<file path="src/front_macros.svh">
`ifndef FRONT_MACROS_SVH
`define FRONT_MACROS_SVH

// Instructions carried by one fetch line
`define FRONT_WAYS 2

// Address width
`define FRONT_XLEN 32

// Instruction width
`define FRONT_INST_W 32

// Memory line width, ways times instruction width
`define FRONT_LINE_W 64

// Slots in the fetch buffer, room for two lines
`define FRONT_BUF_DEPTH 4

// Instruction held by an empty slot
`define FRONT_NOP 32'h13

`endif

</file>
<file path="src/front_types_pkg.sv">
`default_nettype none

`include "front_macros.svh"

package front_types_pkg;

	// One fetch buffer entry
	// Valid bit on top, then pc, then instruction word
	typedef struct packed {
		logic                     valid;
		logic [`FRONT_XLEN-1:0]   pc;
		logic [`FRONT_INST_W-1:0] inst;
	} inst_slot_t;

	// One memory line
	// Way 0 sits in the low word
	typedef logic [`FRONT_LINE_W-1:0] line_t;

	// Instructions taken by dispatch in one cycle
	typedef logic [1:0] disp_count_t;

endpackage

`default_nettype wire

</file>
<file path="src/front_bus_pkg.sv">
`default_nettype none

package front_bus_pkg;

	// Memory command on the shared port
	typedef enum logic [1:0] {
		BUS_NONE  = 2'h0,
		BUS_LOAD  = 2'h1,
		BUS_STORE = 2'h2
	} bus_cmd_t;

	// Arbiter states
	// REQ holds mem_req up, REL waits for mem_ack to fall
	typedef enum logic [2:0] {
		ARB_IDLE     = 3'h0,
		ARB_DATA_REQ = 3'h1,
		ARB_DATA_REL = 3'h2,
		ARB_INST_REQ = 3'h3,
		ARB_INST_REL = 3'h4
	} arb_state_t;

endpackage

`default_nettype wire

</file>
<file path="src/bus_arbiter_fsm.sv">
`timescale 1ns/1ps
`default_nettype none

`include "front_macros.svh"

module bus_arbiter_fsm (
	input  wire logic                     clock,
	input  wire logic                     rst_n,
	input  wire logic                     flush,
	input  wire logic [`FRONT_XLEN-1:0]   fetch_pc,
	input  wire logic                     line_room,
	input  wire logic                     data_req,
	input  front_bus_pkg::bus_cmd_t       data_cmd,
	input  wire logic [`FRONT_XLEN-1:0]   data_addr,
	input  front_types_pkg::line_t        data_wdata,
	input  wire logic                     mem_ack,
	input  front_types_pkg::line_t        mem_rdata,
	output logic                          data_ack,
	output front_types_pkg::line_t        data_rdata,
	output logic                          mem_req,
	output front_bus_pkg::bus_cmd_t       mem_cmd,
	output logic [`FRONT_XLEN-1:0]        mem_addr,
	output front_types_pkg::line_t        mem_wdata,
	output logic                          line_valid,
	output logic [`FRONT_XLEN-1:0]        line_pc,
	output front_types_pkg::line_t        line_data
);

	// Byte offset bits inside one line
	localparam int OFS = $clog2(`FRONT_WAYS * 4);

	front_bus_pkg::arb_state_t state, state_nxt;
	logic                      cancel;
	logic                      start_data;
	logic                      start_inst;

	// Request fields, frozen for the whole handshake
	front_bus_pkg::bus_cmd_t   cmd_q;
	logic [`FRONT_XLEN-1:0]    addr_q;
	front_types_pkg::line_t    wdata_q;
	logic [`FRONT_XLEN-1:0]    inst_pc_q;
	front_types_pkg::line_t    rdata_q;

	////////////////////////////////////////
	// Request selection
	////////////////////////////////////////

	// Retire traffic beats fetch
	assign start_data = (state == front_bus_pkg::ARB_IDLE) && data_req;
	// No fetch on a flush edge, pc and buffer are both being replaced
	assign start_inst = (state == front_bus_pkg::ARB_IDLE) && !data_req && line_room && !flush;

	always_comb begin
		state_nxt = state;
		case (state)
			front_bus_pkg::ARB_IDLE: begin
				if (start_data)
					state_nxt = front_bus_pkg::ARB_DATA_REQ;
				else if (start_inst)
					state_nxt = front_bus_pkg::ARB_INST_REQ;
			end
			front_bus_pkg::ARB_DATA_REQ: begin
				if (mem_ack)
					state_nxt = front_bus_pkg::ARB_DATA_REL;
			end
			// Both sides must release before the port is free again
			front_bus_pkg::ARB_DATA_REL: begin
				if (!mem_ack && !data_req)
					state_nxt = front_bus_pkg::ARB_IDLE;
			end
			front_bus_pkg::ARB_INST_REQ: begin
				if (mem_ack)
					state_nxt = front_bus_pkg::ARB_INST_REL;
			end
			front_bus_pkg::ARB_INST_REL: begin
				if (!mem_ack)
					state_nxt = front_bus_pkg::ARB_IDLE;
			end
			default: state_nxt = front_bus_pkg::ARB_IDLE;
		endcase
	end

	always_ff @(posedge clock) begin
		if (!rst_n)
			state <= front_bus_pkg::ARB_IDLE;
		else
			state <= state_nxt;
	end

	// Line in flight is dropped once a flush hits it
	always_ff @(posedge clock) begin
		if (!rst_n)
			cancel <= 1'b0;
		else if (state == front_bus_pkg::ARB_IDLE)
			cancel <= 1'b0;
		else if (flush && (state == front_bus_pkg::ARB_INST_REQ ||
				state == front_bus_pkg::ARB_INST_REL))
			cancel <= 1'b1;
	end

	////////////////////////////////////////
	// Bus fields
	////////////////////////////////////////

	always_ff @(posedge clock) begin
		if (start_data) begin
			cmd_q   <= data_cmd;
			addr_q  <= data_addr;
			wdata_q <= data_wdata;
		end else if (start_inst) begin
			cmd_q     <= front_bus_pkg::BUS_LOAD;
			// Memory sees the line base, buffer keeps the exact pc
			addr_q    <= {fetch_pc[`FRONT_XLEN-1:OFS], {OFS{1'b0}}};
			wdata_q   <= '0;
			inst_pc_q <= fetch_pc;
		end
		// Load data held for retire until data_ack drops
		if (state == front_bus_pkg::ARB_DATA_REQ && mem_ack)
			rdata_q <= mem_rdata;
	end

	assign mem_req   = (state == front_bus_pkg::ARB_DATA_REQ) ||
			(state == front_bus_pkg::ARB_INST_REQ);
	assign mem_cmd   = mem_req ? cmd_q : front_bus_pkg::BUS_NONE;
	assign mem_addr  = addr_q;
	assign mem_wdata = wdata_q;

	assign data_ack   = (state == front_bus_pkg::ARB_DATA_REL);
	assign data_rdata = rdata_q;

	// One-cycle line pulse on the ack edge
	assign line_valid = (state == front_bus_pkg::ARB_INST_REQ) && mem_ack && !cancel && !flush;
	assign line_pc    = inst_pc_q;
	assign line_data  = mem_rdata;

	// Memory releases ack before the next request goes out
	a_req_after_release: assert property (@(posedge clock) disable iff (!rst_n)
		$rose(mem_req) |-> !mem_ack)
		else $error("mem_req raised while mem_ack still high");

	// Retire keeps its request up until acknowledged
	a_data_req_held: assert property (@(posedge clock) disable iff (!rst_n)
		$fell(data_req) |-> data_ack)
		else $error("data_req dropped before data_ack");

endmodule

`default_nettype wire

</file>
<file path="src/pc_counter.sv">
`timescale 1ns/1ps
`default_nettype none

`include "front_macros.svh"

module pc_counter (
	input  wire logic                   clock,
	input  wire logic                   rst_n,
	input  wire logic                   flush,
	input  wire logic [`FRONT_XLEN-1:0] target_pc,
	input  wire logic                   line_valid,
	output logic [`FRONT_XLEN-1:0]      fetch_pc
);

	localparam int OFS        = $clog2(`FRONT_WAYS * 4);
	localparam int XLEN       = `FRONT_XLEN;
	localparam int LINE_BYTES = `FRONT_WAYS * 4;

	logic [`FRONT_XLEN-1:0] pc_q;
	logic [`FRONT_XLEN-1:0] line_base;

	// Start of the line being fetched
	assign line_base = {pc_q[`FRONT_XLEN-1:OFS], {OFS{1'b0}}};

	// Redirect keeps the in-line offset
	// so the buffer can mask the words ahead of the target
	always_ff @(posedge clock) begin
		if (!rst_n)
			pc_q <= '0;
		else if (flush)
			pc_q <= target_pc;
		else if (line_valid)
			pc_q <= line_base + XLEN'(LINE_BYTES);
	end

	assign fetch_pc = pc_q;

	// Fetch address stays on an instruction boundary
	a_word_aligned: assert property (@(posedge clock) disable iff (!rst_n)
		fetch_pc[1:0] == 2'b00)
		else $error("fetch_pc not word aligned");

endmodule

`default_nettype wire

</file>
<file path="src/fetch_buffer.sv">
`timescale 1ns/1ps
`default_nettype none

`include "front_macros.svh"

module fetch_buffer (
	input  wire logic                                       clock,
	input  wire logic                                       rst_n,
	input  wire logic                                       flush,
	input  wire logic                                       line_valid,
	input  wire logic [`FRONT_XLEN-1:0]                     line_pc,
	input  front_types_pkg::line_t                          line_data,
	input  front_types_pkg::disp_count_t                    dispatch_count,
	output logic                                            line_room,
	output front_types_pkg::inst_slot_t [`FRONT_WAYS-1:0]   head
);

	localparam int DEPTH  = `FRONT_BUF_DEPTH;
	localparam int WAYS   = `FRONT_WAYS;
	localparam int XLEN   = `FRONT_XLEN;
	localparam int INST_W = `FRONT_INST_W;
	localparam int OFS    = $clog2(WAYS * 4);
	localparam int CW     = $clog2(DEPTH + 1);

	localparam front_types_pkg::inst_slot_t EMPTY_SLOT = '{
		valid: 1'b0,
		pc:    '0,
		inst:  `FRONT_NOP
	};

	front_types_pkg::inst_slot_t [DEPTH-1:0] slots;
	front_types_pkg::inst_slot_t [DEPTH-1:0] nxt;
	logic [CW-1:0]                           count;
	logic [CW-1:0]                           fill;
	logic [XLEN-1:0]                         line_base;
	logic [OFS-3:0]                          first_way;

	assign line_base = {line_pc[XLEN-1:OFS], {OFS{1'b0}}};
	// Words ahead of a redirect target are skipped
	assign first_way = line_pc[OFS-1:2];

	////////////////////////////////////////
	// Shift and refill
	////////////////////////////////////////

	always_comb begin
		// Drop dispatched slots off the head
		for (int i = 0; i < DEPTH; i++) begin
			if (i + int'(dispatch_count) < DEPTH)
				nxt[i] = slots[i + int'(dispatch_count)];
			else
				nxt[i] = EMPTY_SLOT;
		end
		// Append arriving words behind the survivors
		fill = count - CW'(dispatch_count);
		for (int w = 0; w < WAYS; w++) begin
			if (line_valid && w >= int'(first_way) && int'(fill) < DEPTH) begin
				nxt[fill] = '{
					valid: 1'b1,
					pc:    line_base + XLEN'(4 * w),
					inst:  line_data[w*INST_W +: INST_W]
				};
				fill = fill + 1'b1;
			end
		end
	end

	// Flush beats dispatch and refill
	always_ff @(posedge clock) begin
		if (!rst_n || flush) begin
			for (int i = 0; i < DEPTH; i++)
				slots[i] <= EMPTY_SLOT;
			count <= '0;
		end else begin
			slots <= nxt;
			count <= fill;
		end
	end

	// Arbiter samples this only while idle
	// so a line in flight is already counted once it lands
	assign line_room = (count <= CW'(DEPTH - WAYS));

	assign head = slots[WAYS-1:0];

	// Dispatch may only take what the head shows
	a_disp_le_valid: assert property (@(posedge clock) disable iff (!rst_n)
		int'(dispatch_count) <= ((int'(count) < WAYS) ? int'(count) : WAYS))
		else $error("dispatch_count exceeds valid head slots");

endmodule

`default_nettype wire

</file>
<file path="src/fetch_front.sv">
`timescale 1ns/1ps
`default_nettype none

`include "front_macros.svh"

module fetch_front (
	input  wire logic                                      clock,
	input  wire logic                                      rst_n,
	input  wire logic                                      flush,
	input  wire logic [`FRONT_XLEN-1:0]                    target_pc,
	input  front_types_pkg::disp_count_t                   dispatch_count,
	output logic [`FRONT_WAYS-1:0]                         slot_valid,
	output logic [`FRONT_WAYS-1:0][`FRONT_XLEN-1:0]        slot_pc,
	output logic [`FRONT_WAYS-1:0][`FRONT_INST_W-1:0]      slot_inst,
	input  wire logic                                      data_req,
	input  front_bus_pkg::bus_cmd_t                        data_cmd,
	input  wire logic [`FRONT_XLEN-1:0]                    data_addr,
	input  front_types_pkg::line_t                         data_wdata,
	output logic                                           data_ack,
	output front_types_pkg::line_t                         data_rdata,
	output logic                                           mem_req,
	output front_bus_pkg::bus_cmd_t                        mem_cmd,
	output logic [`FRONT_XLEN-1:0]                         mem_addr,
	output front_types_pkg::line_t                         mem_wdata,
	input  wire logic                                      mem_ack,
	input  front_types_pkg::line_t                         mem_rdata
);

	logic [`FRONT_XLEN-1:0]                             fetch_pc;
	logic                                               line_room;
	logic                                               line_valid;
	logic [`FRONT_XLEN-1:0]                             line_pc;
	front_types_pkg::line_t                             line_data;
	front_types_pkg::inst_slot_t [`FRONT_WAYS-1:0]      head;

	// Fetch address
	pc_counter u_pc_counter (
		.clock      (clock),
		.rst_n      (rst_n),
		.flush      (flush),
		.target_pc  (target_pc),
		.line_valid (line_valid),
		.fetch_pc   (fetch_pc)
	);

	// Shared memory port
	bus_arbiter_fsm u_bus_arbiter_fsm (
		.clock      (clock),
		.rst_n      (rst_n),
		.flush      (flush),
		.fetch_pc   (fetch_pc),
		.line_room  (line_room),
		.data_req   (data_req),
		.data_cmd   (data_cmd),
		.data_addr  (data_addr),
		.data_wdata (data_wdata),
		.mem_ack    (mem_ack),
		.mem_rdata  (mem_rdata),
		.data_ack   (data_ack),
		.data_rdata (data_rdata),
		.mem_req    (mem_req),
		.mem_cmd    (mem_cmd),
		.mem_addr   (mem_addr),
		.mem_wdata  (mem_wdata),
		.line_valid (line_valid),
		.line_pc    (line_pc),
		.line_data  (line_data)
	);

	// Instruction queue toward dispatch
	fetch_buffer u_fetch_buffer (
		.clock          (clock),
		.rst_n          (rst_n),
		.flush          (flush),
		.line_valid     (line_valid),
		.line_pc        (line_pc),
		.line_data      (line_data),
		.dispatch_count (dispatch_count),
		.line_room      (line_room),
		.head           (head)
	);

	// Head slots out as plain ports
	always_comb begin
		for (int i = 0; i < `FRONT_WAYS; i++) begin
			slot_valid[i] = head[i].valid;
			slot_pc[i]    = head[i].pc;
			slot_inst[i]  = head[i].inst;
		end
	end

endmodule

`default_nettype wire

</file>
<file path="config.mk">
export PLATFORM = sky130hd
export DESIGN_NAME = fetch_front
export DESIGN_NICKNAME = d
export VERILOG_FILES = /design/src/front_types_pkg.sv /design/src/front_bus_pkg.sv /design/src/bus_arbiter_fsm.sv /design/src/pc_counter.sv /design/src/fetch_buffer.sv /design/src/fetch_front.sv
export VERILOG_INCLUDE_DIRS = /design/src
export SDC_FILE = /design/constraint.sdc
export NUM_CORES = 1
export LEC_CHECK = 0
export BUFFER_PORTS_ARGS = -buffer_cell sky130_fd_sc_hd__buf_4
export CAP_MARGIN = 0
export CORE_MARGIN = 5
export CORE_UTILIZATION = 40
export DETAILED_ROUTE_END_ITERATION = 10
export GPL_ROUTABILITY_DRIVEN = 0
export PLACE_DENSITY = 0.69
export REMOVE_ABC_BUFFERS = 1
export SLEW_MARGIN = 40
export SYNTH_ARGS = -nofsm -noshare
export SYNTH_HDL_FRONTEND = slang
export SYNTH_SLANG_ARGS = --single-unit
</file>
<file path="constraint.sdc">
create_clock -name clock -period 7.82 [get_ports clock]
set_clock_uncertainty 0.15 [all_clocks]
set_input_delay 0.782 -clock clock [delete_from_list [all_inputs] [get_ports clock]]
set_output_delay 0.782 -clock clock [all_outputs]
set_load 0.01 [all_outputs]
</file>
==> impl_metrics.env, run 1 <==
export IMPL_status="finished clean"
export IMPL_cts_tree="done"
export IMPL_avgSynthCellArea_um2=10.39
export IMPL_synth_seq_cells=489
export IMPL_crit_start="dispatch_count[0]"
export IMPL_dp_hpwl_mm=52.64
export IMPL_cp_max_fo=66
export IMPL_post_cts_buffers=0
export IMPL_power_density_nw_per_um2=206.2
export IMPL_met1_length_mm=31.95
export IMPL_cts_resized_gates=0
export IMPL_grt_pass1_wl_mm=126.4
export IMPL_wl_mm=83.71
export IMPL_crit_path_end_kind="flip-flop"
export IMPL_drv_cap=0
export IMPL_path_class="in2reg"
export IMPL_fin_crit_ps=4635
export IMPL_yosysTopAreaCell="dfxtp_1"
export IMPL_synth_cell_type_count=64
export IMPL_fin_ws_ps=3185
export IMPL_synth_top_area_frac=0.2270
export IMPL_routed_via_density=5.911
export IMPL_overflow=0
export IMPL_dpl_cell_area_um2=29540
export IMPL_die_x_um=265.9
export IMPL_pre_cts_ws_ps=2549
export IMPL_met2_length_mm=40.33
export IMPL_synth_flop_cell="dfxtp_1"
export IMPL_fin_nets=2971
export IMPL_fp_dieArea_um2=70700
export IMPL_critical_path_startpoint_type="input pin"
export IMPL_drt_pass1_iterations=5
export IMPL_power_leakage_nw=12.29
export IMPL_pin_count=495
export IMPL_setup_violations=0
export IMPL_drive_gt1_frac=0.3115
export IMPL_cts_root_buf="clkbuf_16"
export IMPL_grt_use_total=0.2227
export IMPL_yosysSeqAreaShare=0.4471
export IMPL_ctsHtreeMaxLevel=2
export IMPL_drc=0
export IMPL_synth_area_um2=26190
export IMPL_port_buffers=492
export IMPL_clk_insertion_delay_late_ps=630
export IMPL_synth_edff_count=192
export IMPL_required_ps=8230
export IMPL_final_cell_area_um2=31460
export IMPL_netlist_top_cells_area="dfxtp_1 (23%), edfxtp_1 (22%), mux4_2 (11%)"
export IMPL_drt_iter0_markers=1884
export IMPL_setup_tns_ps=0
export IMPL_hp_start="mem_rdata[46]"
export IMPL_fmax_ghz=0.2158
export IMPL_r2r_start="u_fetch_buffer.count[0]$_SDFF_PP0_"
export IMPL_min_period_over_period=0.5927
export IMPL_power_mw=6.488
export IMPL_antenna_found_initial=2
export IMPL_wl_met3_mm=9.554
export IMPL_cts_buffers_inserted=55
export IMPL_std_cell_rows=93
export IMPL_hold_buffers=0
export IMPL_dieHeight_um=265.9
export IMPL_start_util=0.4049
export IMPL_grt_max_degree=81
export IMPL_clk_path_buf_depth=3
export IMPL_coreArea_um2=64700
export IMPL_cts_sinks=489
export IMPL_slew_violations=0
export IMPL_clk_pin_slew_worst_paths_ps=60
export IMPL_worst_pin_slew_ps=797.5
export IMPL_avgRoutedWirePerCell_um=22.86
export IMPL_yosysWarnings=0
export IMPL_synth_common_cells="dfxtp_1 (297), nand2_1 (210), edfxtp_1 (192), nor2_1 (170), a21oi_1 (157)"
export IMPL_arrival_ps=5040
export IMPL_ys_async_sr_fraction=0
export IMPL_grt_pass1_vias=21580
export IMPL_slew_limit_headroom=0.4643
export IMPL_vias=21650
export IMPL_area_growth_pct=20.10
export IMPL_dr_max_layer_used="met4"
export IMPL_rsz0062_at_grt="no"
export IMPL_hold_violations=0
export IMPL_ant_nets=0
export IMPL_hold_class="in2reg"
export IMPL_yosysMostFrequentCell="dfxtp_1"
export IMPL_synthCells=2522
export IMPL_vdd_drop_max_mv=0.1823
## layout make-up
type / count / area, µm²
Inverter: 15 / 61.31
Clock buffer: 75 / 1531
Clock inverter: 29 / 370.4
Fill cell: 5841 / 33240
Sequential cell: 489 / 11710
Antenna cell: 1 / 2.502
Tap cell: 855 / 1070
Multi-Input combinational cell: 1665 / 12600
Timing Repair Buffer: 533 / 4114
## layout by cell type, fill, tap and decap left out, types with 6 or more instances in the layout
master,n
buf_4,520
dfxtp_1,297
nand2_1,209
edfxtp_1,192
nor2_1,168
a21oi_1,157
nand3_1,139
mux4_2,130
and3_1,128
o21ai_0,118
mux2i_1,106
mux2_2,84
a211oi_1,65
clkbuf_16,55
nor2b_1,42
nor3_1,39
nand3b_1,30
a22oi_1,30
a31oi_1,29
o2111ai_1,29
xnor2_1,25
nand2b_1,16
inv_1,12
clkbuf_1,12
nand4_1,10
o21ai_1,10
and2_1,9
ha_1,9
clkinv_2,9
clkbuf_8,8
nor3_2,6
bufinv_16,6
buf_6,6
## critical path, stage by stage
cell and delay [ps]:
buf_8 430, ha_1 250, inv_1 50, fa_1 440, xnor2_4 490, inv_6 160, ha_1 470, or3b_2 490
a22oi_1 200, nand2_1 80, buf_4 280, a21oi_1 600, mux2i_1 250
## power by group
part	switching [mW]	total (mW)	internal, mW
clock network	1.12	2.71	1.58
logic	0.513	0.884	0.371
registers	0.0790	2.90	2.82
## layer usage
layer,global-route usage,vias up
met5,0,-
met4,0.06637,0
met3,0.06695,171
met2,0.3727,1231
met1,0.2800,10570
li1,-,9671
## flip-flops by register name, summed over array words and instances (netlist names)
name / flops
u_fetch_buffer.slots: 130
u_bus_arbiter_fsm.line_pc: 30
u_bus_arbiter_fsm.cancel: 1
u_bus_arbiter_fsm.data_rdata: 64
u_bus_arbiter_fsm.mem_wdata: 64
u_bus_arbiter_fsm.state: 3
u_fetch_buffer.count: 3
u_bus_arbiter_fsm.cmd_q: 2
u_pc_counter.fetch_pc: 30
u_bus_arbiter_fsm.mem_addr: 32
u_fetch_buffer.head: 130
## per-stage QoR
stage / hold WS [ps] / cells / utilization
after global placement: 259.3 / 3552 / 0.4546
after detailed placement: 267.5 / 3557 / 0.4566
after CTS: 182.6 / 3661 / 0.4860
after floorplan: 250.2 / 2169 / -
final: 218.8 / 3662 / 0.4862
after global routing: 192.9 / 3662 / 0.4862
## logic make-up (layout without fill, tap and decap cells)
kind of cell | Yosys count | count (layout) | share of synthesized area
and+or+nand+nor | 842 | 842 | 0.1653
DFF | 489 | 489 | 0.4471
AOI/OAI and AO/OA | 462 | 462 | 0.1064
buffers and inverters | 368 | 652 | 0.07652
muxes | 320 | 320 | 0.1884
xor gates and xnor gates | 30 | 30 | 0.01075
adders and majority gates | 11 | 11 | 0.005541
other | 0 | 1 | 0
## worst paths after layout
check / slack [ps] / cells after the start / endpoint
setup / recovery: 3190 / 13 / u_fetch_buffer.slots[165]$_SDFF_PP0_
hold / removal: 220 / 1 / u_bus_arbiter_fsm.data_rdata[46]$_DFFE_PP_
setup reg to reg: 3560 / 13 / u_fetch_buffer.slots[165]$_SDFF_PP0_
hold reg to reg: 280 / 0 / u_bus_arbiter_fsm.line_pc[2]$_DFFE_PP_
Note: power is estimated with default switching activity, not from simulation.
==> inputs of run 2 (changes only) <==
--- a/config.mk
+++ b/config.mk
@@ -6,13 +6,14 @@
 export SDC_FILE = /design/constraint.sdc
 export NUM_CORES = 1
 export LEC_CHECK = 0
+export ABC_AREA = 1
 export BUFFER_PORTS_ARGS = -buffer_cell sky130_fd_sc_hd__buf_4
 export CAP_MARGIN = 0
 export CORE_MARGIN = 5
 export CORE_UTILIZATION = 40
 export DETAILED_ROUTE_END_ITERATION = 10
 export GPL_ROUTABILITY_DRIVEN = 0
-export PLACE_DENSITY = 0.69
+export PLACE_DENSITY = 0.71
 export REMOVE_ABC_BUFFERS = 1
 export SLEW_MARGIN = 40
 export SYNTH_ARGS = -nofsm -noshare
==> constraint.sdc (replaced) <==
create_clock -name clock -period 4 [get_ports clock]
set_clock_uncertainty 0.15 [all_clocks]
set_input_delay 0.4 -clock clock [delete_from_list [all_inputs] [get_ports clock]]
set_output_delay 0.4 -clock clock [all_outputs]
set_load 0.01 [all_outputs]
==> impl_metrics.env, run 2 <==
export IMPL_placed_cells=4643
export IMPL_hold_class="in2reg"
export IMPL_reg2reg_to="u_fetch_buffer.head[61]$_SDFF_PP0_"
export IMPL_vdd_drop_max_mv=0.3654
export IMPL_fp_dieArea_um2=70760
export IMPL_arrival_ps=3820
export IMPL_drt_iter0_markers=2479
export IMPL_cts_root_buf="clkbuf_16"
export IMPL_setup_violations=0
export IMPL_drc=0
export IMPL_yosysWarnings=0
export IMPL_yosysTopAreaCell="dfxtp_1"
export IMPL_crit_path_end_kind="flip-flop"
export IMPL_vias=25790
export IMPL_synth_cell_type_count=39
export IMPL_synth_top_area_frac=0.2268
export IMPL_cts_tree="done"
export IMPL_yosysMostFrequentCell="nand2_1"
export IMPL_power_mw=14.04
export IMPL_cpPeakStageDelay_ps=460
export IMPL_r2r_start="u_fetch_buffer.count[0]$_SDFF_PP0_"
export IMPL_stdcell_count=4928
export IMPL_coreArea_um2=64700
export IMPL_synth_seq_cells=489
export IMPL_std_cell_rows=93
export IMPL_wl_mm=91.67
export IMPL_layout_common_cells="nand2_1 (1010), buf_4 (527), o21ai_0 (502)"
export IMPL_fmax_ghz=0.2857
export IMPL_hp_start="target_pc[20]"
export IMPL_crit_buf_inv=5
export IMPL_slowest_stage="fa_1"
export IMPL_dpl_cell_area_um2=29570
export IMPL_drv_cap=0
export IMPL_rsz0062_at_grt="no"
export IMPL_final_util=0.5138
export IMPL_grt_pass1_vias=24190
export IMPL_required_ps=4320
export IMPL_grt_max_degree=175
export IMPL_synth_edff_count=192
export IMPL_clk_insertion_delay_late_ps=620
export IMPL_drive_gt1_frac=0.1753
export IMPL_area_growth_pct=26.81
export IMPL_synth_common_cells="nand2_1 (1015), o21ai_0 (502), dfxtp_1 (297), nor2_1 (296), inv_1 (288)"
export IMPL_ant_nets=0
export IMPL_clk_pin_slew_worst_paths_ps=60
export IMPL_netlist_top_cells_area="dfxtp_1 (23%), edfxtp_1 (22%), nand2_1 (15%)"
export IMPL_grt_use_total=0.2450
export IMPL_synth_flop_cell="dfxtp_1"
export IMPL_rr_worst_depth=13
export IMPL_dp_hpwl_mm=58.15
export IMPL_synthCells=3622
export IMPL_slew_violations=0
export IMPL_crit_chain="inv_1 -> ha_1 -> inv_1 -> fa_1 -> ha_1 -> ha_1 -> o2111ai_1 -> buf_4 -> inv_2 -> nand3_4 -> nand2_1 -> buf_4 -> a21oi_1"
export IMPL_slew_limit_headroom=0.4357
export IMPL_min_period_over_period=0.8749
export IMPL_yosysSeqAreaShare=0.4467
export IMPL_avgSynthCellArea_um2=7.238
export IMPL_crit_family="adder cells"
export IMPL_path_class="reg2reg"
export IMPL_holdPathEnd="u_pc_counter.fetch_pc[20]$_SDFFE_PN0P_"
export IMPL_die_x_um=266.0
export IMPL_overflow=0
export IMPL_ys_async_sr_fraction=0
export IMPL_cts_sinks=489
export IMPL_synth_area_um2=26220
export IMPL_ff2ff_setup_slack_ps=500
export IMPL_port_buffers=492
export IMPL_clk_path_buf_depth=3
export IMPL_final_common_cell="nand2_1"
export IMPL_start_util=0.4052
export IMPL_ctsHtreeMaxLevel=2
export IMPL_pin_count=495
export IMPL_antenna_found_initial=0
export IMPL_avgRoutedWirePerCell_um=18.60
export IMPL_power_leakage_nw=15.06
export IMPL_crit_top_cell="ha_1"
export IMPL_status="finished clean"
export IMPL_critical_path_startpoint_type="flip-flop"
export IMPL_fin_nets=4239
export IMPL_power_density_nw_per_um2=422.4
export IMPL_worst_pin_slew_ps=846.5
export IMPL_fin_crit_ps=3500
export IMPL_setup_tns_ps=0
export IMPL_drt_pass1_iterations=5
export IMPL_final_cell_area_um2=33240
export IMPL_hold_violations=0
export IMPL_cts_buffers_inserted=54
export IMPL_grt_pass1_wl_mm=138.7
export IMPL_hold_depth=5
export IMPL_post_cts_buffers=0
export IMPL_routed_via_density=5.233
export IMPL_cp_max_fo=32
export IMPL_dieHeight_um=266.0
==> run 2: cell types whose count changed after synthesis, moves of 30 or more <==
cell      before   now
mux2i_1      106    13
inv_1         13   288
and3_1       128     0
nor2_1       170   296
nand2_1      210  1015
a211oi_1      65    22
mux4_2       130     0
o21ai_0      120   502
a22oi_1       30     0
o211ai_1       4    34
nor2b_1       43     0
a21oi_1      157   264
mux2_2        84     0
==> run 2: repair_timing <==
item                                    4_1_cts  5_1_grt
hold endpoints to repair                    308        0
resized for setup                             0        0
hold buffers                                183        0
endpoints found under the setup margin        0        0
==> run 2: cell families (layout without fill, tap and decap cells) <==
| logic type | count (synthesis) | after routing | synth area share |
|---|---|---|---|
| DFF | 489 | 489 | 0.4467 |
| xor gates and xnor gates | 20 | 20 | 0.007398 |
| adders and majority gates | 11 | 11 | 0.005536 |
| and+or+nand+nor | 1521 | 1521 | 0.2307 |
| buffers and inverters | 674 | 1124 | 0.1219 |
| AOI/OAI and AO/OA | 894 | 894 | 0.1828 |
| other | 0 | 1 | 0 |
| muxes | 13 | 13 | 0.004963 |
==> run 2: metrics by stage <==
step | worst slack, ps | hold slack (ps)
after CTS | 535.2 | 9.227
after floorplan | -3808 | 258.2
after global routing | 360.8 | 21.10
after global placement | 398.8 | 276.9
final | 500.2 | 34.05
after detailed placement | 367.3 | 278.4
==> run 2: power breakdown <==
part           switching (mW)  internal [mW]
Clock                    2.15           3.02
Sequential              0.227           5.80
Combinational            1.70           1.14
==> run 2: worst max path at each step <==
stage                                  startpoint                             endpoint  cells past startpoint
6_report       u_fetch_buffer.count[0]$_SDFF_PP0_   u_fetch_buffer.head[61]$_SDFF_PP0_                     13
5_1_grt        u_fetch_buffer.count[0]$_SDFF_PP0_   u_fetch_buffer.head[41]$_SDFF_PP0_                     13
4_1_cts        u_fetch_buffer.count[0]$_SDFF_PP0_   u_fetch_buffer.head[61]$_SDFF_PP0_                     13
3_5_place_dp                    dispatch_count[0]   u_fetch_buffer.head[41]$_SDFF_PP0_                     13
3_3_place_gp                    dispatch_count[0]   u_fetch_buffer.head[64]$_SDFF_PP0_                     14
2_1_floorplan                               rst_n  u_fetch_buffer.head[124]$_SDFF_PP0_                      7
==> run 2: area by class of cell <==
| class | count | area (µm²) |
|---|---|---|
| antenna | 1 | 2.502 |
| multi-input combinational | 2459 | 11400 |
| timing repair buffer | 729 | 6111 |
| tap | 855 | 1070 |
| inverter | 294 | 1111 |
| clock buffer | 75 | 1618 |
| fill | 5953 | 31450 |
| sequential | 489 | 11710 |
| clock inverter | 26 | 216.5 |
==> run 2: tightest hold or removal path, stage by stage <==
cell and delay (ps):
buf_4 110, nand2_1 50, o21ai_0 70, inv_1 50, a21oi_1 50
==> run 2: layer usage <==
metal  vias to the layer above  wire length (µm)  global-route usage
met2                      1282             43150              0.4141
met4                         0              3917              0.1014
li1                      12500                 -                   -
met1                     11800             34960              0.2950
met3                       200              9647             0.06861
met5                         -                 0                   0
